$ cat config.mk
export PLATFORM = sky130hd
export DESIGN_NAME = lsu_top
export DESIGN_NICKNAME = d
export VERILOG_FILES = /design/src/lsu_pkg.sv /design/src/lsu_addr_check.sv /design/src/lsu_store_format.sv /design/src/lsu_tlb_fsm.sv /design/src/lsu_tlb_cache.sv /design/src/lsu_wait_counter.sv /design/src/lsu_top.sv
export SDC_FILE = /design/constraint.sdc
export NUM_CORES = 1
export LEC_CHECK = 0
export BUFFER_PORTS_ARGS = -buffer_cell sky130_fd_sc_hd__buf_2
export CAP_MARGIN = 40
export CORE_MARGIN = 2
export CORE_UTILIZATION = 52
export DETAILED_ROUTE_END_ITERATION = 12
export PLACE_DENSITY = 0.82
export SLEW_MARGIN = 30
export SYNTH_ARGS = -nofsm -noshare
export SYNTH_HDL_FRONTEND = slang
export SYNTH_SLANG_ARGS = --single-unit
export TNS_END_PERCENT = 20
$ cat constraint.sdc
create_clock -name clk -period 8.2 [get_ports clk]
set_input_delay 1.64 -clock clk [delete_from_list [all_inputs] [get_ports clk]]
set_output_delay 1.64 -clock clk [all_outputs]
set_load 0.005 [all_outputs]
$ cat src/lsu_pkg.sv
package lsu_pkg;

    localparam int ADDR_W = 32;
    // 4 KB pages
    localparam int VPN_W  = 20;
    localparam int CNT_W  = 32;

    // kseg0/kseg1 top bits
    localparam logic [1:0] SEG_UNMAPPED = 2'b10;
    // cacheable unmapped segment
    localparam logic [2:0] SEG_KSEG0    = 3'b100;

    typedef enum logic [2:0] {
        OP_LB,
        OP_LH,
        OP_LW,
        OP_LBU,
        OP_LHU,
        OP_SB,
        OP_SH,
        OP_SW
    } lsu_op_t;

    typedef enum logic [4:0] {
        EXC_MOD  = 5'd1,
        EXC_TLBL = 5'd2,
        EXC_TLBS = 5'd3,
        EXC_ADEL = 5'd4,
        EXC_ADES = 5'd5
    } exc_code_t;

    // translation query sequence
    typedef enum logic [1:0] {
        Q_IDLE,
        Q_QUERY,
        Q_REQUEST
    } qstate_t;

endpackage

$ cat src/lsu_addr_check.sv
module lsu_addr_check import lsu_pkg::*; (
    input  lsu_op_t           op_i,
    input  logic [ADDR_W-1:0] base_i,
    input  logic [15:0]       offset_i,
    output logic [ADDR_W-1:0] eaddr_o,
    output logic              adel_o,
    output logic              ades_o,
    output logic              unmapped_o,
    output logic              kseg0_o,
    output logic              is_store_o
);

    logic [ADDR_W-1:0] offset_sx;
    logic              word_op;
    logic              half_op;
    logic              word_misaligned;
    logic              half_misaligned;

    assign offset_sx = {{(ADDR_W-16){offset_i[15]}}, offset_i};
    assign eaddr_o   = base_i + offset_sx;

    assign is_store_o = (op_i == OP_SB) || (op_i == OP_SH) || (op_i == OP_SW);

    assign word_op = (op_i == OP_LW) || (op_i == OP_SW);
    assign half_op = (op_i == OP_LH) || (op_i == OP_LHU) || (op_i == OP_SH);

    // words need both low bits clear, halfwords only bit 0
    assign word_misaligned = word_op && (eaddr_o[1:0] != 2'b00);
    assign half_misaligned = half_op && eaddr_o[0];

    assign adel_o = !is_store_o && (word_misaligned || half_misaligned);
    assign ades_o = is_store_o && (word_misaligned || half_misaligned);

    // kseg0 and kseg1 bypass the TLB
    assign unmapped_o = eaddr_o[ADDR_W-1 -: 2] == SEG_UNMAPPED;
    assign kseg0_o    = eaddr_o[ADDR_W-1 -: 3] == SEG_KSEG0;

endmodule

$ cat src/lsu_store_format.sv
module lsu_store_format import lsu_pkg::*; (
    input  lsu_op_t           op_i,
    input  logic [1:0]        byte_off_i,
    input  logic [ADDR_W-1:0] wdata_i,
    output logic [3:0]        wstrb_o,
    output logic [ADDR_W-1:0] wdata_o,
    output logic [2:0]        size_o
);

    logic [15:0] half;
    logic [7:0]  byte_data;

    assign half      = wdata_i[15:0];
    assign byte_data = wdata_i[7:0];

    // strobes only for stores
    always_comb begin
        case (op_i)
            OP_SW:   wstrb_o = 4'b1111;
            OP_SH:   wstrb_o = 4'b0011 << byte_off_i;
            OP_SB:   wstrb_o = 4'b0001 << byte_off_i;
            default: wstrb_o = 4'b0000;
        endcase
    end

    // size code, lanes replicated so any offset finds its data
    always_comb begin
        case (op_i)
            OP_LW, OP_SW: begin
                size_o  = 3'd2;
                wdata_o = wdata_i;
            end
            OP_LH, OP_LHU, OP_SH: begin
                size_o  = 3'd1;
                wdata_o = {half, half};
            end
            OP_LB, OP_LBU, OP_SB: begin
                size_o  = 3'd0;
                wdata_o = {byte_data, byte_data, byte_data, byte_data};
            end
            default: begin
                size_o  = 3'd0;
                wdata_o = wdata_i;
            end
        endcase
    end

endmodule

$ cat src/lsu_tlb_fsm.sv
module lsu_tlb_fsm import lsu_pkg::*; (
    input  logic              clk,
    input  logic              resetn,
    input  logic              valid_i,
    input  logic              mapped_i,
    input  logic              hit_i,
    input  logic              done_i,
    input  logic [ADDR_W-1:0] eaddr_i,
    output qstate_t           state_o,
    output logic              fill_o,
    output logic [ADDR_W-1:0] tlb_vaddr_o
);

    qstate_t           state;
    qstate_t           state_next;
    logic              start_query;
    logic [ADDR_W-1:0] vaddr_save;

    // mapped, aligned and not in the translation cache
    assign start_query = (state == Q_IDLE) && valid_i && mapped_i && !hit_i;

    always_comb begin
        case (state)
            Q_IDLE:    state_next = start_query ? Q_QUERY : Q_IDLE;
            Q_QUERY:   state_next = Q_REQUEST;
            Q_REQUEST: state_next = done_i ? Q_IDLE : Q_REQUEST;
            default:   state_next = Q_IDLE;
        endcase
    end

    always_ff @(posedge clk) begin
        if (!resetn) begin
            state <= Q_IDLE;
        end else begin
            state <= state_next;
        end
    end

    // word-aligned address kept for the TLB and the later lookup
    always_ff @(posedge clk) begin
        if (start_query) begin
            vaddr_save <= {eaddr_i[ADDR_W-1:2], 2'b00};
        end
    end

    assign state_o     = state;
    assign fill_o      = state == Q_QUERY;
    assign tlb_vaddr_o = vaddr_save;

endmodule

$ cat src/lsu_tlb_cache.sv
module lsu_tlb_cache import lsu_pkg::*; (
    input  logic              clk,
    input  logic              resetn,
    input  logic              fill_i,
    input  logic              flush_i,
    input  logic [ADDR_W-1:0] vaddr_i,
    input  logic [ADDR_W-1:0] tlb_paddr_i,
    input  logic              tlb_miss_i,
    input  logic              tlb_invalid_i,
    input  logic              tlb_dirty_i,
    input  logic [2:0]        tlb_cattr_i,
    input  logic              is_store_i,
    output logic              hit_o,
    output logic [VPN_W-1:0]  ppn_o,
    output logic              cached_o,
    output logic              tlb_exc_o,
    output exc_code_t         tlb_code_o,
    output logic              refill_o
);

    logic             entry_valid;
    logic [VPN_W-1:0] entry_vpn;
    logic [VPN_W-1:0] entry_ppn;
    logic             entry_miss;
    logic             entry_invalid;
    logic             entry_dirty;
    logic [2:0]       entry_cattr;
    logic             page_bad;

    // flush wins, a TLB write may have changed the page
    always_ff @(posedge clk) begin
        if (!resetn) begin
            entry_valid <= 1'b0;
        end else if (flush_i) begin
            entry_valid <= 1'b0;
        end else if (fill_i) begin
            entry_valid <= 1'b1;
        end
    end

    always_ff @(posedge clk) begin
        if (fill_i) begin
            entry_vpn     <= vaddr_i[ADDR_W-1 -: VPN_W];
            entry_ppn     <= tlb_paddr_i[ADDR_W-1 -: VPN_W];
            entry_miss    <= tlb_miss_i;
            entry_invalid <= tlb_invalid_i;
            entry_dirty   <= tlb_dirty_i;
            entry_cattr   <= tlb_cattr_i;
        end
    end

    assign hit_o    = entry_valid && (entry_vpn == vaddr_i[ADDR_W-1 -: VPN_W]);
    assign ppn_o    = entry_ppn;
    assign cached_o = entry_cattr[0];

    assign page_bad  = entry_miss || entry_invalid;
    assign tlb_exc_o = page_bad || (is_store_i && !entry_dirty);
    assign refill_o  = entry_miss;

    // clean page on a store is a modify fault
    always_comb begin
        if (page_bad) begin
            tlb_code_o = is_store_i ? EXC_TLBS : EXC_TLBL;
        end else begin
            tlb_code_o = EXC_MOD;
        end
    end

endmodule

$ cat src/lsu_wait_counter.sv
module lsu_wait_counter import lsu_pkg::*; (
    input  logic             clk,
    input  logic             resetn,
    input  logic             req_i,
    input  logic             addr_ok_i,
    input  logic             is_store_i,
    output logic [CNT_W-1:0] load_wait_o,
    output logic [CNT_W-1:0] store_wait_o
);

    logic stalled;

    assign stalled = req_i && !addr_ok_i;

    always_ff @(posedge clk) begin
        if (!resetn) begin
            load_wait_o  <= '0;
            store_wait_o <= '0;
        end else if (stalled) begin
            if (is_store_i) begin
                store_wait_o <= store_wait_o + CNT_W'(1);
            end else begin
                load_wait_o <= load_wait_o + CNT_W'(1);
            end
        end
    end

endmodule

$ cat src/lsu_top.sv
module lsu_top import lsu_pkg::*; (
    input  logic              clk,
    input  logic              resetn,

    // instruction side
    input  logic              req_valid_i,
    input  lsu_op_t           req_op_i,
    input  logic [ADDR_W-1:0] req_base_i,
    input  logic [15:0]       req_offset_i,
    input  logic [ADDR_W-1:0] req_wdata_i,
    output logic              req_ready_o,

    // memory side
    output logic              mem_req_o,
    output logic              mem_wr_o,
    output logic              mem_cache_o,
    output logic [ADDR_W-1:0] mem_addr_o,
    output logic [2:0]        mem_size_o,
    output logic [3:0]        mem_wstrb_o,
    output logic [ADDR_W-1:0] mem_wdata_o,
    input  logic              mem_addr_ok_i,

    // TLB query, answered in the same cycle
    output logic [ADDR_W-1:0] tlb_vaddr_o,
    input  logic [ADDR_W-1:0] tlb_paddr_i,
    input  logic              tlb_miss_i,
    input  logic              tlb_invalid_i,
    input  logic              tlb_dirty_i,
    input  logic [2:0]        tlb_cattr_i,

    input  logic [2:0]        cfg_k0_i,
    input  logic              tlb_flush_i,

    output logic              exc_valid_o,
    output exc_code_t         exc_code_o,
    output logic              exc_refill_o,
    output logic [ADDR_W-1:0] exc_badvaddr_o,

    output logic [CNT_W-1:0]  load_wait_o,
    output logic [CNT_W-1:0]  store_wait_o
);

    logic [ADDR_W-1:0] eaddr;
    logic              adel;
    logic              ades;
    logic              unmapped;
    logic              kseg0;
    logic              is_store;
    logic              align_err;

    qstate_t           state;
    logic              fill;
    logic              in_idle;
    logic              in_request;
    logic [ADDR_W-1:0] cache_vaddr;

    logic              hit;
    logic [VPN_W-1:0]  ppn;
    logic              cached;
    logic              tlb_exc;
    exc_code_t         tlb_code;
    logic              refill;

    logic              direct;
    logic              trans_ok;
    logic              exc_any;

    lsu_addr_check u_addr_check (
        .op_i       (req_op_i),
        .base_i     (req_base_i),
        .offset_i   (req_offset_i),
        .eaddr_o    (eaddr),
        .adel_o     (adel),
        .ades_o     (ades),
        .unmapped_o (unmapped),
        .kseg0_o    (kseg0),
        .is_store_o (is_store)
    );

    lsu_store_format u_store_format (
        .op_i       (req_op_i),
        .byte_off_i (eaddr[1:0]),
        .wdata_i    (req_wdata_i),
        .wstrb_o    (mem_wstrb_o),
        .wdata_o    (mem_wdata_o),
        .size_o     (mem_size_o)
    );

    assign align_err = adel || ades;

    lsu_tlb_fsm u_tlb_fsm (
        .clk         (clk),
        .resetn      (resetn),
        .valid_i     (req_valid_i),
        .mapped_i    (!unmapped && !align_err),
        .hit_i       (hit),
        .done_i      (req_ready_o),
        .eaddr_i     (eaddr),
        .state_o     (state),
        .fill_o      (fill),
        .tlb_vaddr_o (tlb_vaddr_o)
    );

    assign in_idle    = state == Q_IDLE;
    assign in_request = state == Q_REQUEST;

    // after the query the saved address drives the fill and lookup
    assign cache_vaddr = in_idle ? eaddr : tlb_vaddr_o;

    lsu_tlb_cache u_tlb_cache (
        .clk           (clk),
        .resetn        (resetn),
        .fill_i        (fill),
        .flush_i       (tlb_flush_i),
        .vaddr_i       (cache_vaddr),
        .tlb_paddr_i   (tlb_paddr_i),
        .tlb_miss_i    (tlb_miss_i),
        .tlb_invalid_i (tlb_invalid_i),
        .tlb_dirty_i   (tlb_dirty_i),
        .tlb_cattr_i   (tlb_cattr_i),
        .is_store_i    (is_store),
        .hit_o         (hit),
        .ppn_o         (ppn),
        .cached_o      (cached),
        .tlb_exc_o     (tlb_exc),
        .tlb_code_o    (tlb_code),
        .refill_o      (refill)
    );

    // translation is ready: unmapped or hit in idle, or the filled entry
    assign direct   = in_idle && unmapped;
    assign trans_ok = (in_idle && (unmapped || hit)) || in_request;
    assign exc_any  = (in_idle && align_err) || (trans_ok && !direct && tlb_exc);

    assign mem_req_o   = req_valid_i && trans_ok && !exc_any;
    assign mem_wr_o    = is_store;
    assign mem_cache_o = direct ? (kseg0 && cfg_k0_i[0]) : cached;
    assign mem_addr_o  = direct ? {3'b000, eaddr[ADDR_W-4:0]}
                                : {ppn, eaddr[ADDR_W-VPN_W-1:0]};

    // alignment first, then the TLB cause
    assign exc_valid_o    = req_valid_i && exc_any;
    assign exc_code_o     = adel ? EXC_ADEL : (ades ? EXC_ADES : tlb_code);
    assign exc_refill_o   = exc_valid_o && !align_err && refill;
    assign exc_badvaddr_o = eaddr;

    assign req_ready_o = (mem_req_o && mem_addr_ok_i) || exc_valid_o;

    lsu_wait_counter u_wait_counter (
        .clk          (clk),
        .resetn       (resetn),
        .req_i        (mem_req_o),
        .addr_ok_i    (mem_addr_ok_i),
        .is_store_i   (is_store),
        .load_wait_o  (load_wait_o),
        .store_wait_o (store_wait_o)
    );

endmodule

Yosys cells after proc, flatten, opt, wreduce, memory -nomap -nowiden:

Cells that the tools add are included.

* flip-flop bits (word level): 141
* logic and storage cells: 96

* $add $sub $neg: 3
* equality and inequality tests: 12
* shift-type cells: 2
* muxes and demuxes: 13
* bitwise operators: 2
* reduce and logical (&&, ||, !) cells: 53

Operators with widths (number)
* one-hot mux 32 bit (3 select lines): 1
* adder 32 x 1 -> 32 bit (second input constant): 2
* two-way mux 32 bit: 2
* adder 32 bit: 1
* logical AND 1 bit: 23
* == test 20 bit: 1
* == test 3 bit (second input constant): 5
* two-way mux 5 bit: 3
* logical OR 1 bit: 13
* one-hot mux 4 bit (3 select lines): 1
* one-hot mux 3 bit (3 select lines): 1
* zero test 1 bit: 8
* == test 3 x 2 -> 1 bit (second input constant): 2
* one-hot mux 2 bit (3 select lines): 1
* OR reduction 3 bit: 2
* == test 2 bit (second input constant): 2
* AND reduction 2 bit: 2
* OR reduction 2 bit: 2
* << shifter 1 x 2 -> 4 bit (first input constant): 1
* << shifter 2 x 2 -> 4 bit (first input constant): 1
* == test 3 x 1 -> 1 bit (second input constant): 1
* zero test 3 bit: 1
* two-way mux 1 bit: 3
* == test 2 x 1 -> 1 bit (second input constant): 1
* other kinds (4): 5

Longest topological paths before layout:

* depth in word-level cells: 16
* gate-level depth with buffers: 18
* gate-level depth less buffers: 15

Hierarchy:

From an unflattened synthesis, not the netlist that was laid out.

* cell total of the unflattened synthesis: 952
* area total of the unflattened synthesis: 9305.2 um^2

Modules (own cells, without submodules)
* lsu_wait_counter: instances 1, cells an instance 369, area an instance 3148.0 um^2
* lsu_addr_check: instances 1, cells an instance 285, area an instance 1946.9 um^2
* lsu_tlb_cache: instances 1, cells an instance 83, area an instance 1631.6 um^2
* lsu_tlb_fsm: instances 1, cells an instance 42, area an instance 1006.0 um^2
* lsu_top: instances 1, cells an instance 96, area an instance 885.8 um^2
* lsu_store_format: instances 1, cells an instance 77, area an instance 686.9 um^2

Least setup slack after synthesis:

OpenSTA, ideal clock, no wires.

* path type: in2reg
* start point: in req_base_i[0]
* end point: reg u_tlb_fsm.vaddr_save[10], in the netlist u_tlb_fsm.tlb_vaddr_o[10], enable pin
* library setup time: 0.455 ns
* arrival time: 6.279 ns
* data required time: 7.745 ns
* path slack: 1.466 ns
* cell stages on the path: 14
* path through: ha_1 > inv_1 > fa_1 > nand2b_1 > a21o_1 > a211o_1 > o211a_2 > o41a_1 > xnor3_1 > a2111oi_0 > o2111ai_1 > nor4_1 > a21o_1 > nor3_1

* cells in the longest elaborated chain, start to end: 10
* elaborated cells on any way between the ends: 18
* classes of those cells: add/sub (1); eq/ne (2); mux (1); reduce/logical (14)

RTL lines
* from (decl): line lsu_top.sv:8 `input logic [ADDR_W-1:0] req_base_i,`
* adder 32 bit (*): line lsu_addr_check.sv:20 `assign eaddr_o = base_i + offset_sx;`
* parallel branches: the longest is 8 deep, another holds two-way mux 32 bit
* logical AND 1 bit (*): line lsu_tlb_fsm.sv:20 `assign start_query = (state == Q_IDLE) && valid_i && mapped_i && !hit_i;`
* named net u_tlb_fsm.start_query: line lsu_tlb_fsm.sv:16 `logic start_query;`
* to (signal assigned): line lsu_tlb_fsm.sv:42 `vaddr_save <= {eaddr_i[ADDR_W-1:2], 2'b00};`
* to (decl): line lsu_tlb_fsm.sv:17 `logic [ADDR_W-1:0] vaddr_save;`

Mark *: on every way through the listed nets, which the timed path passes.
A chain may end at the register's enable or synchronous reset.

Final worst setup path:

* start point: in req_offset_i[15]
* end point: out mem_req_o

* cells in the longest elaborated chain, start to end: 12
* elaborated cells on any way between the ends: 16
* classes of those cells: add/sub (1); eq/ne (2); mux (1); reduce/logical (12)

RTL lines
* from (decl): line lsu_top.sv:9 `input logic [15:0] req_offset_i,`
* adder 32 bit (*): line lsu_addr_check.sv:20
* two-way mux 32 bit: line lsu_top.sv:108 `assign cache_vaddr = in_idle ? eaddr : tlb_vaddr_o;`
* == test 20 bit: line lsu_tlb_cache.sv:52 `assign hit_o = entry_valid && (entry_vpn == vaddr_i[ADDR_W-1 -: VPN_W]);`
* logical AND 1 bit: line lsu_tlb_cache.sv:52
* logical OR 1 bit: line lsu_top.sv:132 `assign trans_ok = (in_idle && (unmapped || hit)) || in_request;`
* logical AND 1 bit: line lsu_top.sv:132
* logical OR 1 bit: line lsu_top.sv:132
* logical AND 1 bit (2 in series): line lsu_top.sv:133 `assign exc_any = (in_idle && align_err) || (trans_ok && !direct && tlb_exc);`
* logical OR 1 bit: line lsu_top.sv:133
* zero test 1 bit: line lsu_top.sv:135 `assign mem_req_o = req_valid_i && trans_ok && !exc_any;`
* logical AND 1 bit (*): line lsu_top.sv:135
* to (decl): line lsu_top.sv:14 `output logic mem_req_o,`

Mark *: on every way between the ends. The rest lies on a longest branch, timed or not.

==> run summary <==
Final slew viol count - 0
Number of buffers added by the clock tree synthesis step - 17
Number of levels in the clock H-tree - 4
Power spent charging and discharging nets - 0.772 mW
Sw Ratio - 34.2%
I/O Pins - 339
Clk Latency, worst-skew pair - 430 ps
Number of port buffers - 317
TritonCTS clock tree - done
Average vias per placed instance - 6.07
Crit path launch type - input pin
Instance count of the mapped netlist - 1186
Area grow syn2layout - 21.3%
Crit path top cell by count - sky130_fd_sc_hd__buf_2
DP Wirelength - 24300 um
Max stage delay on crit path - 620 ps
Full die area - 20200 um^2
Largest area contributor in the synthesized netlist - sky130_fd_sc_hd__edfxtp_1
Flop-to-flop setup slack - 3360 ps
Number of global-route vias before repair - 9169
Area fraction of the dominant cell type after synthesis - 22.4%
Highest fanout seen on the critical path - 17
Distinct cells, synth - 78
Via count - 10300
Cell family contributing the most delay on the critical path - compound AO/OA/AOI/OAI gates
Peak supply drop - 0.149 mV
Post-Synthesis Mean Instance Area - 8.35 um^2
Count of flip-flops with a built-in enable after synthesis - 74
Global-route wire length before repair - 48600 um
Global Route Usage Sum - 30.3%
Largest buffer count on any clock path - 2
Worst setup slack after layout - 644 ps
Final core utilization - 64.2%
Area used by multi-input combinational logic - 5760 um^2
Clock network fraction of total power - 33.6%
Number of standard-cell rows in the floorplan - 50
Total standard cell area after synthesis - 9900 um^2
Hold_sp - u_wait_counter.store_wait_o[31]
Category of the most critical setup path - in2out
Average wire per cell in the routed design - 18.7 um
Y dimension of the die - 142 um
Number of cell instances on the worst register-to-register path - 13
Worst-path cell chain - buf_2, ha_1, nand4_4, or3_1, a211o_1, o211a_2, o41a_1, xnor3_1, a2111oi_0, o2111ai_1, nor4_1, a21o_1, a21oi_1, nor3_1, buf_2
Data arrival at the endpoint of the critical path - 5920 ps
Proportion of layout cells with a drive suffix above 1 - 26.6%
Count of final hold-check violations - 0
Most used flip-flop cell after synthesis - sky130_fd_sc_hd__edfxtp_1
Total core area - 18700 um^2
Number of remaining DRC errors - 0
Dpl ws - 710 ps
Clock root buffer - sky130_fd_sc_hd__clkbuf_16
Final period demand of the worst path - 7560 ps
Endpoint of the most critical register-to-register path - u_wait_counter.store_wait_o[19]
Leading post-synthesis cells by cell area - sky130_fd_sc_hd__edfxtp_1, sky130_fd_sc_hd__dfxtp_1, sky130_fd_sc_hd__nand2_1
Remaining antenna violation count after routing - 0
Post-cts resize count - 0
Yosys synthesis warning count - 0
Initial antenna violation count - 5
Total of hold buffers inserted after clock tree synthesis - 0
Power density normalized to cell area - 188 nW/um^2
Fraction of registers with async set or reset after synthesis - 0%
Sequential element share of the synthesized area - 36.0%
Proportion of power drawn by flip-flops and latches - 37.1%
Effective utilization at floorplan - 52.9%
Filler Cells Inserted - 1645
Unrepaired setup endpoints after global routing - false
Global placer's final weighted congestion - 0.952
Worst-path clk slew - 70 ps
Critical path's slowest cell - sky130_fd_sc_hd__ha_1
F_max - 132 MHz
Static power due to leakage - 4.97 nW
Portion of the clock cycle consumed by the worst path in the final layout - 92.1%
Pre-antenna DRT Iters - 6
Worst Hold Path Cells - 2
Total overflow reported by the global router - 0
Internal - 1.48 mW
Starting DRT DRC Count - 866
Final wirelength - 31600 um
Worst clock skew on the final layout - 17.5 ps
Data required time at the worst endpoint - 6560 ps
Setup TNS - 0 ps
Slew at the pin with the worst max-slew slack - 880 ps
Worst Hold End - u_wait_counter.store_wait_o[31]
Final setup violation count - 0
Number of max-cap violations - 0
Count of nets after finishing - 1607
Result of the run - completed
Synthesis-stage register bit count - 141
Largest net degree at the start of global routing - 67
Hold Path Class - reg2reg
Ranking of synthesized cells by instance count - sky130_fd_sc_hd__nand2_1, sky130_fd_sc_hd__a21oi_1, sky130_fd_sc_hd__edfxtp_1
Max-slew headroom at the worst pin - 41.3%
Number of sinks on the clock net - 141
Chip Width - 142 um
Launch instance of the worst register-to-register path - u_tlb_fsm.state_o[1]
Number of post-CTS setup repair buffers - 0
CP endpoint kind - primary output
FF/Latch Area - 3560 um^2
Combinational share of power - 29.2%
Buf+Inv Stages, Crit Path - 2
Cell with the most instances after synthesis - sky130_fd_sc_hd__nand2_1
[kinds of logic (layout without fill, tap and decap cells)]
group                      after synthesis  count (layout)  share of synthesized area (%)
AOI/OAI and AO/OA                      339             339                           21.7
xor gates and xnor gates                69              69                           6.24
adders and majority gates               34              34                           4.37
buffers and inverters                  127             394                           6.10
DFF                                    141             141                           36.0
muxes                                   34              34                           3.59
other                                    1               7                         0.0379
and+or+nand+nor                        441             441                           21.9
[through the flow]
| stage | power (mW) | hold slack [ps] | instances | area, um^2 |
|---|---|---|---|---|
| CTS | 2.26 | 478 | 1689 | 12000 |
| global placement | 1.49 | 463 | 1656 | 11400 |
| floorplan | 1.24 | 464 | 1190 | 9920 |
| detailed placement | 1.50 | 468 | 1657 | 11400 |
| finish | 2.26 | 478 | 1693 | 12000 |
| global route | 2.35 | 515 | 1692 | 12000 |
[flip-flops by register name (all words and copies together) (netlist names)]
register and cells:
u_tlb_cache.entry_cattr 1, u_tlb_cache.entry_dirty 1, u_tlb_cache.entry_invalid 1, u_tlb_cache.entry_valid 1, u_tlb_cache.entry_vpn 20, u_tlb_cache.ppn_o 20, u_tlb_cache.refill_o 1, u_tlb_fsm.state_o 2
u_tlb_fsm.tlb_vaddr_o 30, u_wait_counter.load_wait_o 32, u_wait_counter.store_wait_o 32
[power by group through the flow]
stage | sequential, mW | combinational, mW | clock (mW)
6_report | 0.838 | 0.659 | 0.759
5_1_grt | 0.841 | 0.717 | 0.797
4_1_cts | 0.836 | 0.653 | 0.768
3_5_place_dp | 0.852 | 0.649 | 0
3_3_place_gp | 0.851 | 0.635 | 0
2_1_floorplan | 0.843 | 0.401 | 0
[final cells by class]
class | instances | share of cell area, %
antenna | 2 | 0.0417
clock buffer | 19 | 3.87
clock inverter | 13 | 0.979
inverter | 34 | 1.08
multi-input combinational | 922 | 48.0
sequential | 141 | 29.7
tap | 234 | 2.44
timing repair buffer | 328 | 13.9
[worst max-delay path by stage]
stage | from | endpoint | slack [ps] | cells past startpoint
3_3_place_gp | req_offset_i[15] | mem_req_o | 800 | 15
3_5_place_dp | req_offset_i[15] | mem_req_o | 710 | 15
4_1_cts | req_offset_i[15] | mem_req_o | 690 | 15
5_1_grt | req_offset_i[15] | exc_valid_o | 430 | 15
2_1_floorplan | req_base_i[0] | u_tlb_fsm.tlb_vaddr_o[10] | 1470 | 14
6_report | req_offset_i[15] | mem_req_o | 640 | 15
[cell usage in the layout (no fill, tap or decap), drive strengths merged, types with 12 or more instances in the layout]
cell type / synthesis / routed
a211oi: 16 / 16
a21oi: 124 / 124
and3: 18 / 18
buf: 41 / 328
clkbuf: 52 / 19
dfxtp: 67 / 67
edfxtp: 74 / 74
ha: 33 / 33
inv: 33 / 41
mux2: 12 / 12
mux2i: 22 / 22
nand2: 170 / 170
nand3: 35 / 35
nand4: 27 / 27
nor2: 67 / 67
nor3: 24 / 24
o21ai: 74 / 74
o31ai: 38 / 38
or3: 24 / 24
or4: 30 / 30
xnor2: 42 / 42
xor2: 26 / 26
[metal layers]
metal | track usage (%) | up-vias | share of wire [%]
met1 | 41.4 | 4875 | 43
met2 | 48.2 | 457 | 47
met3 | 5.89 | 63 | 7.8
met4 | 10.1 | 4 | 2.6
li1 | - | 4884 | -
met5 | 0 | - | 0.057
[worst reg2reg max path, stage by stage, from the launching register on]
cell and delay (ps):
sky130_fd_sc_hd__dfxtp_1 580, sky130_fd_sc_hd__or2_2 660, sky130_fd_sc_hd__nor2_1 180, sky130_fd_sc_hd__a32oi_1 240, sky130_fd_sc_hd__nand3_1 100, sky130_fd_sc_hd__nor4_1 250
sky130_fd_sc_hd__nand4_1 180, sky130_fd_sc_hd__a2111oi_2 250, sky130_fd_sc_hd__o2111ai_1 180, sky130_fd_sc_hd__or4_1 760, sky130_fd_sc_hd__a21o_1 450, sky130_fd_sc_hd__buf_4 320
sky130_fd_sc_hd__or4_1 490, sky130_fd_sc_hd__a21oi_1 150
(Power assumes the default switching activity.)
